### src/rv_pkg.sv
package rv_pkg;

    // datapath and field widths
    typedef logic [31:0] word_t;
    typedef logic [31:0] inst_t;
    typedef logic [4:0]  reg_addr_t;
    typedef logic [3:0]  alu_op_t;
    typedef logic        a_src_t;
    typedef logic [1:0]  b_src_t;
    typedef logic [2:0]  branch_t;
    typedef logic [2:0]  mem_op_t;

    // major opcodes, inst[6:0]
    localparam logic [6:0] OPC_OP     = 7'b0110011;
    localparam logic [6:0] OPC_OP_IMM = 7'b0010011;
    localparam logic [6:0] OPC_LUI    = 7'b0110111;
    localparam logic [6:0] OPC_AUIPC  = 7'b0010111;
    localparam logic [6:0] OPC_JAL    = 7'b1101111;
    localparam logic [6:0] OPC_JALR   = 7'b1100111;
    localparam logic [6:0] OPC_BRANCH = 7'b1100011;
    localparam logic [6:0] OPC_LOAD   = 7'b0000011;
    localparam logic [6:0] OPC_STORE  = 7'b0100011;

    // alu operations
    localparam alu_op_t ALU_ADD   = 4'd0;
    localparam alu_op_t ALU_SUB   = 4'd1;
    localparam alu_op_t ALU_SLL   = 4'd2;
    localparam alu_op_t ALU_SLT   = 4'd3;
    localparam alu_op_t ALU_SLTU  = 4'd4;
    localparam alu_op_t ALU_XOR   = 4'd5;
    localparam alu_op_t ALU_SRL   = 4'd6;
    localparam alu_op_t ALU_SRA   = 4'd7;
    localparam alu_op_t ALU_OR    = 4'd8;
    localparam alu_op_t ALU_AND   = 4'd9;
    localparam alu_op_t ALU_COPYB = 4'd10;

    // branch compares, result lands in bit 0
    localparam alu_op_t ALU_EQ    = 4'd11;
    localparam alu_op_t ALU_NE    = 4'd12;
    localparam alu_op_t ALU_GE    = 4'd13;
    localparam alu_op_t ALU_GEU   = 4'd14;
    // less-than compares share the slt/sltu encodings
    localparam alu_op_t ALU_LT    = ALU_SLT;
    localparam alu_op_t ALU_LTU   = ALU_SLTU;

    // operand a source
    localparam a_src_t A_RS1 = 1'b0;
    localparam a_src_t A_PC  = 1'b1;

    // operand b source
    localparam b_src_t B_RS2  = 2'd0;
    localparam b_src_t B_IMM  = 2'd1;
    localparam b_src_t B_FOUR = 2'd2;

    // control transfer kind
    localparam branch_t BR_NONE = 3'd0;
    localparam branch_t BR_COND = 3'd1;
    localparam branch_t BR_JAL  = 3'd2;
    localparam branch_t BR_JALR = 3'd3;

endpackage

### src/rv_regfile.sv
`timescale 1ns/100ps

module rv_regfile (
    input  logic              clk,
    input  logic              i_arst_n,
    input  rv_pkg::reg_addr_t i_rs1_addr,
    input  rv_pkg::reg_addr_t i_rs2_addr,
    input  logic              i_wr_en,
    input  rv_pkg::reg_addr_t i_wr_addr,
    input  rv_pkg::word_t     i_wr_data,
    output rv_pkg::word_t     o_rs1_data,
    output rv_pkg::word_t     o_rs2_data
);
    import rv_pkg::*;

    // x1..x31 only, x0 has no storage
    word_t regs [1:31];

    always_ff @(posedge clk or negedge i_arst_n) begin
        if (!i_arst_n) begin
            for (int i = 1; i < 32; i++) begin
                regs[i] <= '0;
            end
        end else if (i_wr_en && (i_wr_addr != '0)) begin
            regs[i_wr_addr] <= i_wr_data;
        end
    end

    // old value is returned when the same register is written this cycle
    assign o_rs1_data = (i_rs1_addr == '0) ? '0 : regs[i_rs1_addr];
    assign o_rs2_data = (i_rs2_addr == '0) ? '0 : regs[i_rs2_addr];

endmodule

### src/rv_idu.sv
`timescale 1ns/100ps

module rv_idu (
    input  rv_pkg::inst_t     i_inst,
    input  rv_pkg::word_t     i_pc,
    input  rv_pkg::word_t     i_rs1_data,
    input  rv_pkg::word_t     i_rs2_data,
    output rv_pkg::reg_addr_t o_rs1_addr,
    output rv_pkg::reg_addr_t o_rs2_addr,
    output rv_pkg::reg_addr_t o_rd,
    output rv_pkg::a_src_t    o_alu_a_src,
    output rv_pkg::b_src_t    o_alu_b_src,
    output rv_pkg::alu_op_t   o_alu_op,
    output rv_pkg::branch_t   o_branch,
    output rv_pkg::mem_op_t   o_mem_op,
    output logic              o_mem_wr,
    output logic              o_reg_wr,
    output rv_pkg::word_t     o_rs1_val,
    output rv_pkg::word_t     o_rs2_val,
    output rv_pkg::word_t     o_imm,
    output rv_pkg::word_t     o_pc
);
    import rv_pkg::*;

    logic [6:0] opcode;
    logic [2:0] funct3;
    word_t      imm_i;
    word_t      imm_s;
    word_t      imm_b;
    word_t      imm_u;
    word_t      imm_j;

    // register-register and register-immediate arithmetic
    function automatic alu_op_t arith_op(input logic [2:0] f3, input logic alt);
        case (f3)
            3'b000:  arith_op = alt ? ALU_SUB : ALU_ADD;
            3'b001:  arith_op = ALU_SLL;
            3'b010:  arith_op = ALU_SLT;
            3'b011:  arith_op = ALU_SLTU;
            3'b100:  arith_op = ALU_XOR;
            3'b101:  arith_op = alt ? ALU_SRA : ALU_SRL;
            3'b110:  arith_op = ALU_OR;
            default: arith_op = ALU_AND;
        endcase
    endfunction

    assign opcode = i_inst[6:0];
    assign funct3 = i_inst[14:12];

    assign o_rs1_addr = i_inst[19:15];
    assign o_rs2_addr = i_inst[24:20];
    assign o_rd       = i_inst[11:7];

    // immediate formats
    assign imm_i = {{20{i_inst[31]}}, i_inst[31:20]};
    assign imm_s = {{20{i_inst[31]}}, i_inst[31:25], i_inst[11:7]};
    assign imm_b = {{19{i_inst[31]}}, i_inst[31], i_inst[7], i_inst[30:25],
                    i_inst[11:8], 1'b0};
    assign imm_u = {i_inst[31:12], 12'b0};
    assign imm_j = {{11{i_inst[31]}}, i_inst[31], i_inst[19:12], i_inst[20],
                    i_inst[30:21], 1'b0};

    always_comb begin
        o_alu_a_src = A_RS1;
        o_alu_b_src = B_IMM;
        o_alu_op    = ALU_ADD;
        o_branch    = BR_NONE;
        o_mem_op    = '0;
        o_mem_wr    = 1'b0;
        o_reg_wr    = 1'b0;
        o_imm       = imm_i;
        case (opcode)
            OPC_OP: begin
                o_alu_b_src = B_RS2;
                o_alu_op    = arith_op(funct3, i_inst[30]);
                o_reg_wr    = 1'b1;
            end
            OPC_OP_IMM: begin
                // inst[30] is an immediate bit except for srai
                o_alu_op = arith_op(funct3, (funct3 == 3'b101) && i_inst[30]);
                o_reg_wr = 1'b1;
            end
            OPC_LUI: begin
                o_alu_op = ALU_COPYB;
                o_imm    = imm_u;
                o_reg_wr = 1'b1;
            end
            OPC_AUIPC: begin
                o_alu_a_src = A_PC;
                o_imm       = imm_u;
                o_reg_wr    = 1'b1;
            end
            OPC_JAL: begin
                // link value pc+4 comes from the alu
                o_alu_a_src = A_PC;
                o_alu_b_src = B_FOUR;
                o_branch    = BR_JAL;
                o_imm       = imm_j;
                o_reg_wr    = 1'b1;
            end
            OPC_JALR: begin
                o_alu_a_src = A_PC;
                o_alu_b_src = B_FOUR;
                o_branch    = BR_JALR;
                o_reg_wr    = 1'b1;
            end
            OPC_BRANCH: begin
                o_alu_b_src = B_RS2;
                o_branch    = BR_COND;
                o_imm       = imm_b;
                case (funct3)
                    3'b000:  o_alu_op = ALU_EQ;
                    3'b001:  o_alu_op = ALU_NE;
                    3'b100:  o_alu_op = ALU_LT;
                    3'b101:  o_alu_op = ALU_GE;
                    3'b110:  o_alu_op = ALU_LTU;
                    3'b111:  o_alu_op = ALU_GEU;
                    // reserved conditions never redirect
                    default: o_branch = BR_NONE;
                endcase
            end
            OPC_LOAD: begin
                o_mem_op = funct3;
                o_reg_wr = 1'b1;
            end
            OPC_STORE: begin
                o_mem_op = funct3;
                o_mem_wr = 1'b1;
                o_imm    = imm_s;
            end
            default: begin
            end
        endcase
    end

    assign o_rs1_val = i_rs1_data;
    assign o_rs2_val = i_rs2_data;
    assign o_pc      = i_pc;

endmodule

### src/rv_id_exu_regs.sv
`timescale 1ns/100ps

module rv_id_exu_regs (
    input  logic              clk,
    input  logic              i_arst_n,
    // decoded fields from the decoder
    input  rv_pkg::a_src_t    i_alu_a_src,
    input  rv_pkg::b_src_t    i_alu_b_src,
    input  rv_pkg::alu_op_t   i_alu_op,
    input  rv_pkg::branch_t   i_branch,
    input  rv_pkg::mem_op_t   i_mem_op,
    input  logic              i_mem_wr,
    input  logic              i_reg_wr,
    input  rv_pkg::reg_addr_t i_rd,
    input  rv_pkg::word_t     i_rs1_val,
    input  rv_pkg::word_t     i_rs2_val,
    input  rv_pkg::word_t     i_imm,
    input  rv_pkg::word_t     i_pc,
    // held fields for the execute unit
    output rv_pkg::a_src_t    o_alu_a_src,
    output rv_pkg::b_src_t    o_alu_b_src,
    output rv_pkg::alu_op_t   o_alu_op,
    output rv_pkg::branch_t   o_branch,
    output rv_pkg::mem_op_t   o_mem_op,
    output logic              o_mem_wr,
    output logic              o_reg_wr,
    output rv_pkg::reg_addr_t o_rd,
    output rv_pkg::word_t     o_rs1_val,
    output rv_pkg::word_t     o_rs2_val,
    output rv_pkg::word_t     o_imm,
    output rv_pkg::word_t     o_pc,
    // handshake
    input  logic              i_id_valid,
    output logic              o_allow_in,
    input  logic              i_exu_ready,
    output logic              o_exu_valid
);
    logic load;

    // accept when empty or when the held item leaves this cycle
    assign o_allow_in = !o_exu_valid || i_exu_ready;
    assign load       = i_id_valid && o_allow_in;

    always_ff @(posedge clk or negedge i_arst_n) begin
        if (!i_arst_n) begin
            o_exu_valid <= 1'b0;
        end else if (o_allow_in) begin
            o_exu_valid <= i_id_valid;
        end
    end

    always_ff @(posedge clk or negedge i_arst_n) begin
        if (!i_arst_n) begin
            o_alu_a_src <= '0;
            o_alu_b_src <= '0;
            o_alu_op    <= '0;
            o_branch    <= '0;
            o_mem_op    <= '0;
            o_mem_wr    <= 1'b0;
            o_reg_wr    <= 1'b0;
            o_rd        <= '0;
            o_rs1_val   <= '0;
            o_rs2_val   <= '0;
            o_imm       <= '0;
            o_pc        <= '0;
        end else if (load) begin
            o_alu_a_src <= i_alu_a_src;
            o_alu_b_src <= i_alu_b_src;
            o_alu_op    <= i_alu_op;
            o_branch    <= i_branch;
            o_mem_op    <= i_mem_op;
            o_mem_wr    <= i_mem_wr;
            o_reg_wr    <= i_reg_wr;
            o_rd        <= i_rd;
            o_rs1_val   <= i_rs1_val;
            o_rs2_val   <= i_rs2_val;
            o_imm       <= i_imm;
            o_pc        <= i_pc;
        end
    end

endmodule

### src/rv_exu.sv
`timescale 1ns/100ps

module rv_exu (
    input  rv_pkg::a_src_t    i_alu_a_src,
    input  rv_pkg::b_src_t    i_alu_b_src,
    input  rv_pkg::alu_op_t   i_alu_op,
    input  rv_pkg::branch_t   i_branch,
    input  rv_pkg::mem_op_t   i_mem_op,
    input  logic              i_mem_wr,
    input  logic              i_reg_wr,
    input  rv_pkg::reg_addr_t i_rd,
    input  rv_pkg::word_t     i_rs1_val,
    input  rv_pkg::word_t     i_rs2_val,
    input  rv_pkg::word_t     i_imm,
    input  rv_pkg::word_t     i_pc,
    output rv_pkg::word_t     o_result,
    output rv_pkg::reg_addr_t o_rd,
    output logic              o_reg_wr,
    output logic              o_redirect,
    output rv_pkg::word_t     o_redirect_pc,
    output rv_pkg::word_t     o_mem_addr,
    output rv_pkg::mem_op_t   o_mem_op,
    output logic              o_mem_wr,
    output rv_pkg::word_t     o_mem_wdata
);
    import rv_pkg::*;

    word_t      op_a;
    word_t      op_b;
    word_t      alu_out;
    word_t      rs1_plus_imm;
    word_t      pc_plus_imm;
    logic [4:0] shamt;

    // operand selection
    assign op_a = (i_alu_a_src == A_PC) ? i_pc : i_rs1_val;

    always_comb begin
        case (i_alu_b_src)
            B_RS2:   op_b = i_rs2_val;
            B_IMM:   op_b = i_imm;
            B_FOUR:  op_b = 32'd4;
            default: op_b = '0;
        endcase
    end

    assign shamt = op_b[4:0];

    always_comb begin
        case (i_alu_op)
            ALU_ADD:   alu_out = op_a + op_b;
            ALU_SUB:   alu_out = op_a - op_b;
            ALU_SLL:   alu_out = op_a << shamt;
            ALU_SLT:   alu_out = {31'b0, $signed(op_a) < $signed(op_b)};
            ALU_SLTU:  alu_out = {31'b0, op_a < op_b};
            ALU_XOR:   alu_out = op_a ^ op_b;
            ALU_SRL:   alu_out = op_a >> shamt;
            ALU_SRA:   alu_out = word_t'($signed(op_a) >>> shamt);
            ALU_OR:    alu_out = op_a | op_b;
            ALU_AND:   alu_out = op_a & op_b;
            ALU_COPYB: alu_out = op_b;
            ALU_EQ:    alu_out = {31'b0, op_a == op_b};
            ALU_NE:    alu_out = {31'b0, op_a != op_b};
            ALU_GE:    alu_out = {31'b0, $signed(op_a) >= $signed(op_b)};
            ALU_GEU:   alu_out = {31'b0, op_a >= op_b};
            default:   alu_out = '0;
        endcase
    end

    assign rs1_plus_imm = i_rs1_val + i_imm;
    assign pc_plus_imm  = i_pc + i_imm;

    // redirect, taken flag comes from the compare in bit 0
    always_comb begin
        o_redirect    = 1'b0;
        o_redirect_pc = pc_plus_imm;
        case (i_branch)
            BR_COND: o_redirect = alu_out[0];
            BR_JAL:  o_redirect = 1'b1;
            BR_JALR: begin
                o_redirect    = 1'b1;
                o_redirect_pc = {rs1_plus_imm[31:1], 1'b0};
            end
            default: begin
            end
        endcase
    end

    assign o_result = alu_out;
    assign o_rd     = i_rd;
    assign o_reg_wr = i_reg_wr;

    // request fields for the load/store unit
    assign o_mem_addr  = rs1_plus_imm;
    assign o_mem_op    = i_mem_op;
    assign o_mem_wr    = i_mem_wr;
    assign o_mem_wdata = i_rs2_val;

endmodule

### src/rv_core_ex.sv
`timescale 1ns/100ps

module rv_core_ex (
    input  logic              clk,
    input  logic              i_arst_n,
    // fetch side
    input  logic              i_inst_valid,
    input  rv_pkg::inst_t     i_inst,
    input  rv_pkg::word_t     i_pc,
    output logic              o_inst_allow_in,
    // execute side
    input  logic              i_exu_ready,
    output logic              o_exu_valid,
    output rv_pkg::word_t     o_result,
    output rv_pkg::reg_addr_t o_rd,
    output logic              o_reg_wr,
    output logic              o_redirect,
    output rv_pkg::word_t     o_redirect_pc,
    output rv_pkg::word_t     o_mem_addr,
    output rv_pkg::mem_op_t   o_mem_op,
    output logic              o_mem_wr,
    output rv_pkg::word_t     o_mem_wdata,
    // write-back port
    input  logic              i_wb_en,
    input  rv_pkg::reg_addr_t i_wb_rd,
    input  rv_pkg::word_t     i_wb_data
);
    import rv_pkg::*;

    reg_addr_t rs1_addr;
    reg_addr_t rs2_addr;
    word_t     rs1_data;
    word_t     rs2_data;

    // decoder outputs
    a_src_t    id_alu_a_src;
    b_src_t    id_alu_b_src;
    alu_op_t   id_alu_op;
    branch_t   id_branch;
    mem_op_t   id_mem_op;
    logic      id_mem_wr;
    logic      id_reg_wr;
    reg_addr_t id_rd;
    word_t     id_rs1_val;
    word_t     id_rs2_val;
    word_t     id_imm;
    word_t     id_pc;

    // held fields
    a_src_t    ex_alu_a_src;
    b_src_t    ex_alu_b_src;
    alu_op_t   ex_alu_op;
    branch_t   ex_branch;
    mem_op_t   ex_mem_op;
    logic      ex_mem_wr;
    logic      ex_reg_wr;
    reg_addr_t ex_rd;
    word_t     ex_rs1_val;
    word_t     ex_rs2_val;
    word_t     ex_imm;
    word_t     ex_pc;

    rv_regfile u_regfile (
        .clk        (clk),
        .i_arst_n   (i_arst_n),
        .i_rs1_addr (rs1_addr),
        .i_rs2_addr (rs2_addr),
        .i_wr_en    (i_wb_en),
        .i_wr_addr  (i_wb_rd),
        .i_wr_data  (i_wb_data),
        .o_rs1_data (rs1_data),
        .o_rs2_data (rs2_data)
    );

    rv_idu u_idu (
        .i_inst      (i_inst),
        .i_pc        (i_pc),
        .i_rs1_data  (rs1_data),
        .i_rs2_data  (rs2_data),
        .o_rs1_addr  (rs1_addr),
        .o_rs2_addr  (rs2_addr),
        .o_rd        (id_rd),
        .o_alu_a_src (id_alu_a_src),
        .o_alu_b_src (id_alu_b_src),
        .o_alu_op    (id_alu_op),
        .o_branch    (id_branch),
        .o_mem_op    (id_mem_op),
        .o_mem_wr    (id_mem_wr),
        .o_reg_wr    (id_reg_wr),
        .o_rs1_val   (id_rs1_val),
        .o_rs2_val   (id_rs2_val),
        .o_imm       (id_imm),
        .o_pc        (id_pc)
    );

    rv_id_exu_regs u_id_exu_regs (
        .clk         (clk),
        .i_arst_n    (i_arst_n),
        .i_alu_a_src (id_alu_a_src),
        .i_alu_b_src (id_alu_b_src),
        .i_alu_op    (id_alu_op),
        .i_branch    (id_branch),
        .i_mem_op    (id_mem_op),
        .i_mem_wr    (id_mem_wr),
        .i_reg_wr    (id_reg_wr),
        .i_rd        (id_rd),
        .i_rs1_val   (id_rs1_val),
        .i_rs2_val   (id_rs2_val),
        .i_imm       (id_imm),
        .i_pc        (id_pc),
        .o_alu_a_src (ex_alu_a_src),
        .o_alu_b_src (ex_alu_b_src),
        .o_alu_op    (ex_alu_op),
        .o_branch    (ex_branch),
        .o_mem_op    (ex_mem_op),
        .o_mem_wr    (ex_mem_wr),
        .o_reg_wr    (ex_reg_wr),
        .o_rd        (ex_rd),
        .o_rs1_val   (ex_rs1_val),
        .o_rs2_val   (ex_rs2_val),
        .o_imm       (ex_imm),
        .o_pc        (ex_pc),
        .i_id_valid  (i_inst_valid),
        .o_allow_in  (o_inst_allow_in),
        .i_exu_ready (i_exu_ready),
        .o_exu_valid (o_exu_valid)
    );

    rv_exu u_exu (
        .i_alu_a_src   (ex_alu_a_src),
        .i_alu_b_src   (ex_alu_b_src),
        .i_alu_op      (ex_alu_op),
        .i_branch      (ex_branch),
        .i_mem_op      (ex_mem_op),
        .i_mem_wr      (ex_mem_wr),
        .i_reg_wr      (ex_reg_wr),
        .i_rd          (ex_rd),
        .i_rs1_val     (ex_rs1_val),
        .i_rs2_val     (ex_rs2_val),
        .i_imm         (ex_imm),
        .i_pc          (ex_pc),
        .o_result      (o_result),
        .o_rd          (o_rd),
        .o_reg_wr      (o_reg_wr),
        .o_redirect    (o_redirect),
        .o_redirect_pc (o_redirect_pc),
        .o_mem_addr    (o_mem_addr),
        .o_mem_op      (o_mem_op),
        .o_mem_wr      (o_mem_wr),
        .o_mem_wdata   (o_mem_wdata)
    );

endmodule

### config.mk
export PLATFORM = sky130hd
export DESIGN_NAME = rv_core_ex
export DESIGN_NICKNAME = d
export VERILOG_FILES = /design/src/rv_pkg.sv /design/src/rv_regfile.sv /design/src/rv_idu.sv /design/src/rv_id_exu_regs.sv /design/src/rv_exu.sv /design/src/rv_core_ex.sv
export SDC_FILE = /design/constraint.sdc
export NUM_CORES = 2
export LEC_CHECK = 0
export BUFFER_PORTS_ARGS = -buffer_cell sky130_fd_sc_hd__buf_2
export CAP_MARGIN = 10
export CORE_MARGIN = 3
export CORE_UTILIZATION = 45
export DETAILED_ROUTE_END_ITERATION = 12
export PLACE_DENSITY_LB_ADDON = 0.1
export SYNTH_ARGS = -nofsm -noshare
export SYNTH_HDL_FRONTEND = slang
export SYNTH_HIERARCHICAL = 1
export SYNTH_SLANG_ARGS = --single-unit
### constraint.sdc
create_clock -name clk -period 4.2 [get_ports clk]
set_input_delay 0.42 -clock clk [delete_from_list [all_inputs] [get_ports clk]]
set_output_delay 0.42 -clock clk [all_outputs]
set_load 0.1 [all_outputs]
==> flow_summary.json <==
{
  "ys.flop_type": "dfrtp_1",
  "hpwl_mm": 207,
  "relSlewSlack": 0.156,
  "met3_wirelength_mm": 17.7,
  "rsz0062_at_grt": "true",
  "synth_xor_area_frac": 0.00632,
  "async_reset_ff_frac": 1.00,
  "syn_inst": 6205,
  "routed_wl_mm": 300,
  "cp_slowest_cell": "dfrtp_4",
  "viasPerCell": 6.42,
  "drcViolationCount": 0,
  "worstSetupPathType": "register to output pin",
  "max_clock_freq_mhz": 201,
  "p_int_mw": 31.2,
  "grt_max_degree": 98,
  "synth-seq-cells": 1141,
  "switching_share": 0.405,
  "skew_ns": 0.0328,
  "num_rows": 149,
  "critPathRequiredTime_ns": 3.78,
  "place_congestion": 1.04,
  "dp_slack_ns": -0.312,
  "cap_viol_max_count": 0,
  "drtIter0Drc": 5568,
  "area_growth_pct": 21.6,
  "critPathLaunchType": "register",
  "hp-class": "primary input to register",
  "grt_pass1_vias": 58886,
  "dr.pass1.iters": 8,
  "cts_tree": "done",
  "fin_crit_sh": 1.19,
  "antenna_found_initial": 19,
  "placement.io_buffers": 246,
  "p_clk_frac": 0.236,
  "p_seq_frac": 0.285,
  "path_clk_slew_ns": 0.06,
  "die_h_um": 414,
  "clock_sinks": 1141,
  "synth-compound-area-share": 0.107,
  "routedWlPerCell_um": 33.3,
  "path_max_fanout": 8,
  "muxShareOfSynthArea": 0.360,
  "critPathTopFamily": "compound AO/OA/AOI/OAI gates",
  "p_per_area_mw_per_mm2": 578,
  "num_io_pins": 247,
  "die_area_mm2": 0.171,
  "maxSlewViolCount": 0,
  "die_w_um": 414,
  "tightest_slew_ns": 1.27,
  "yosys_warnings": 6,
  "p_sw_mw": 21.3,
  "arrival_ns": 4.56,
  "grt_remaining_overflow": 0,
  "synth-simple-area-share": 0.0581,
  "p_leak_nw": 40.4,
  "top_layer": "met5",
  "status": "finished with violations",
  "synth_top_family_by_area": "multiplexers",
  "p_comb_frac": 0.479,
  "setup-violations-final": 66,
  "drive_gt1_frac": 0.491,
  "synth_nets": 6474,
  "cp_slowest_stage_delay_ns": 0.55,
  "nNetsFinal": 6987,
  "synth_edf_count": 0,
  "clock-root-buffer": "clkbuf_16",
  "grt_pass1_wl_mm": 430,
  "netlist_area_mm2": 0.0748,
  "worst_slack_ns": -0.783,
  "wl_met1_mm": 119,
  "hold_viol_final": 0,
  "grt_usage": 0.347,
  "cts_buffer_depth": 3,
  "cp_num_buf_inv": 4,
  "wl_met2_mm": 143,
  "clk_latency_ns": 0.80,
  "synth_area_per_cell_um2": 12.1,
  "synth_seq_area_share": 0.382,
  "synthAdderAreaFrac": 0.0277,
  "via_count": 57855,
  "finalPower_mw": 52.5,
  "cp_cell_sequence": "buf_12, o21bai_4, nand2_4, ha_4, buf_6, a21oi_2, or3_4, a21oi_2, o31a_4, o2111ai_4, buf_6, a2111oi_4, nor3_1, o221a_2, o211ai_1, clkbuf_16",
  "core_mm2": 0.165,
  "cp-end-kind": "output pin",
  "violations": "setup timing",
  "timing.final.crit_period_ns": 4.98,
  "n_fill_cell": 14025,
  "peakVddDrop_mv": 0.791,
  "start_util": 0.453,
  "htree_levels": 4,
  "synth_cell_types": 110,
  "antenna_left": 0,
  "numCtsBuffers": 137
}
==> what timing repair did <==
| action | in CTS | in global routing |
|---|---|---|
| hold endpoints to repair | 101 | 0 |
| setup buffers | 56 | 33 |
| pin swaps | 102 | 66 |
| setup endpoints to repair | 79 | 75 |
| hold buffers | 47 | 0 |
| cloned | 4 | 1 |
| resized for setup | 394 | 152 |
==> cells in the mapped netlist, drive strengths merged, types with 21 or more instances <==
cell type  number  area share
a211oi         42      0.0042
mux4          391        0.12
and2           30      0.0025
o31a           34      0.0040
or2            24      0.0020
o221ai         29      0.0034
a21o           83      0.0083
nor2b          67      0.0056
mux2         1253        0.19
a21oi         207       0.014
nor3           93      0.0068
dfrtp        1141        0.38
buf           460       0.040
o211ai         64      0.0064
a31oi          31      0.0026
a221oi         74      0.0087
nand3          68      0.0045
mux2i         355       0.049
o21ai         183       0.012
inv           126      0.0064
xnor2          34      0.0040
a2111oi        21      0.0028
and3           39      0.0033
ha            159       0.027
o21a           29      0.0029
a221o          31      0.0041
a22oi         114       0.011
nand2b         30      0.0026
o22ai          49      0.0041
nor2          244       0.012
nand2         195      0.0099
clkbuf        246       0.012
==> sequential cells by signal, summed over array words and instances, names as in the netlist, 3 cells and up <==
register,cells
u_id_exu_regs/o_alu_op,4
u_id_exu_regs/o_pc,32
u_id_exu_regs/o_rs2_val,32
u_id_exu_regs/o_branch,3
u_id_exu_regs/o_mem_op,3
u_id_exu_regs/o_imm,32
u_id_exu_regs/o_rs1_val,32
u_id_exu_regs/o_rd,5
u_regfile/regs,992
==> worst register-to-register path, stage by stage (launching register included) <==
cell and delay, ns:
dfrtp_1 0.40, mux2i_1 0.19, o22ai_1 0.10, a2111oi_0 0.69, a211oi_1 0.20, buf_4 0.25, mux2_2 0.27
==> per-stage QoR <==
step	TNS [ns]	cells	utilization	cell area [um^2]	hold slack (ns)
detailed placement	-2.10	8634	0.501	82700	0.490
global route	-31.63	9013	0.551	90900	0.140
floorplan	-2.86	6205	-	75800	0.124
CTS	-25.97	8975	0.546	90000	0.0777
finish	-23.78	9017	0.551	90900	0.151
global placement	-1.09	8634	0.501	82700	0.482
==> power by group through the flow <==
| stage | Combinational (mW) | Clock (mW) | Sequential (mW) |
|---|---|---|---|
| CTS | 24.5 | 12.6 | 14.9 |
| global route | 26.3 | 13.0 | 15.2 |
| global placement | 22.9 | 0 | 15.0 |
| finish | 25.2 | 12.4 | 15.0 |
| floorplan | 15.6 | 0 | 14.4 |
| detailed placement | 23.0 | 0 | 15.1 |
==> cell usage in the layout, fill, tap and decap left out, types with 30 or more instances in the layout <==
master,n
mux2i_1,330
buf_4,672
a211oi_1,30
clkbuf_16,147
ha_1,115
inv_1,100
a221oi_1,68
buf_2,159
o211ai_1,64
mux4_2,391
a21oi_1,154
o31a_1,33
a221o_1,30
nand3_1,53
nor2_1,205
and3_1,37
o21ai_0,99
mux2_2,1120
buf_12,125
nor3_1,72
o21ai_2,32
nor2b_1,55
a21o_1,80
o21ai_1,44
mux2_4,114
o22ai_1,47
nand2_1,172
dlygate4sd3_1,47
a21oi_2,41
a22oi_1,111
ha_4,33
buf_6,56
dfrtp_1,1131
==> layout make-up <==
type	instances	area [um^2]	area share
well taps	2189	2740	0.0301
repair buffers	1080	9870	0.108
clock buffers	195	4030	0.0443
clock inverters	42	602	0.00662
diodes	12	30.0	0.000330
multi-input cells	4228	44600	0.490
inverters	130	508	0.00559
flip-flops and latches	1141	28600	0.314
==> worst paths after layout <==
path                                               end  slack (ns)  depth (start not counted)                         start
setup / recovery                          o_result[30]       -0.78                         16  u_id_exu_regs/o_alu_b_src[1]
hold / removal               u_id_exu_regs/o_mem_op[0]        0.15                          3                    i_inst[12]
setup reg to reg           u_id_exu_regs/o_rs2_val[31]        1.98                          6           u_regfile/regs[703]
hold reg to reg              u_id_exu_regs/o_mem_op[1]        0.50                          1     u_id_exu_regs/o_mem_op[1]
max in group asynchronous          u_regfile/regs[551]        2.72                          3                      i_arst_n
min in group asynchronous       u_id_exu_regs/o_pc[21]        0.26                          2                      i_arst_n
==> kinds of logic (layout without fill, tap and decap cells) <==
logic type | after synthesis | after routing
muxes | 1999 | 1999
DFF | 1141 | 1141
AOI/OAI and AO/OA | 1140 | 1140
and+or+nand+nor | 871 | 871
buffers and inverters | 836 | 1447
adders and majority gates | 163 | 163
xor gates and xnor gates | 54 | 54
other | 1 | 13
==> routing by layer <==
metal / global-route usage / up-vias
li1: - / 24445
met1: 0.439 / 30506
met3: 0.0522 / 676
met2: 0.568 / 2218
met4: 0.198 / 10
met5: 0 / -
(Power assumes the default switching activity.)
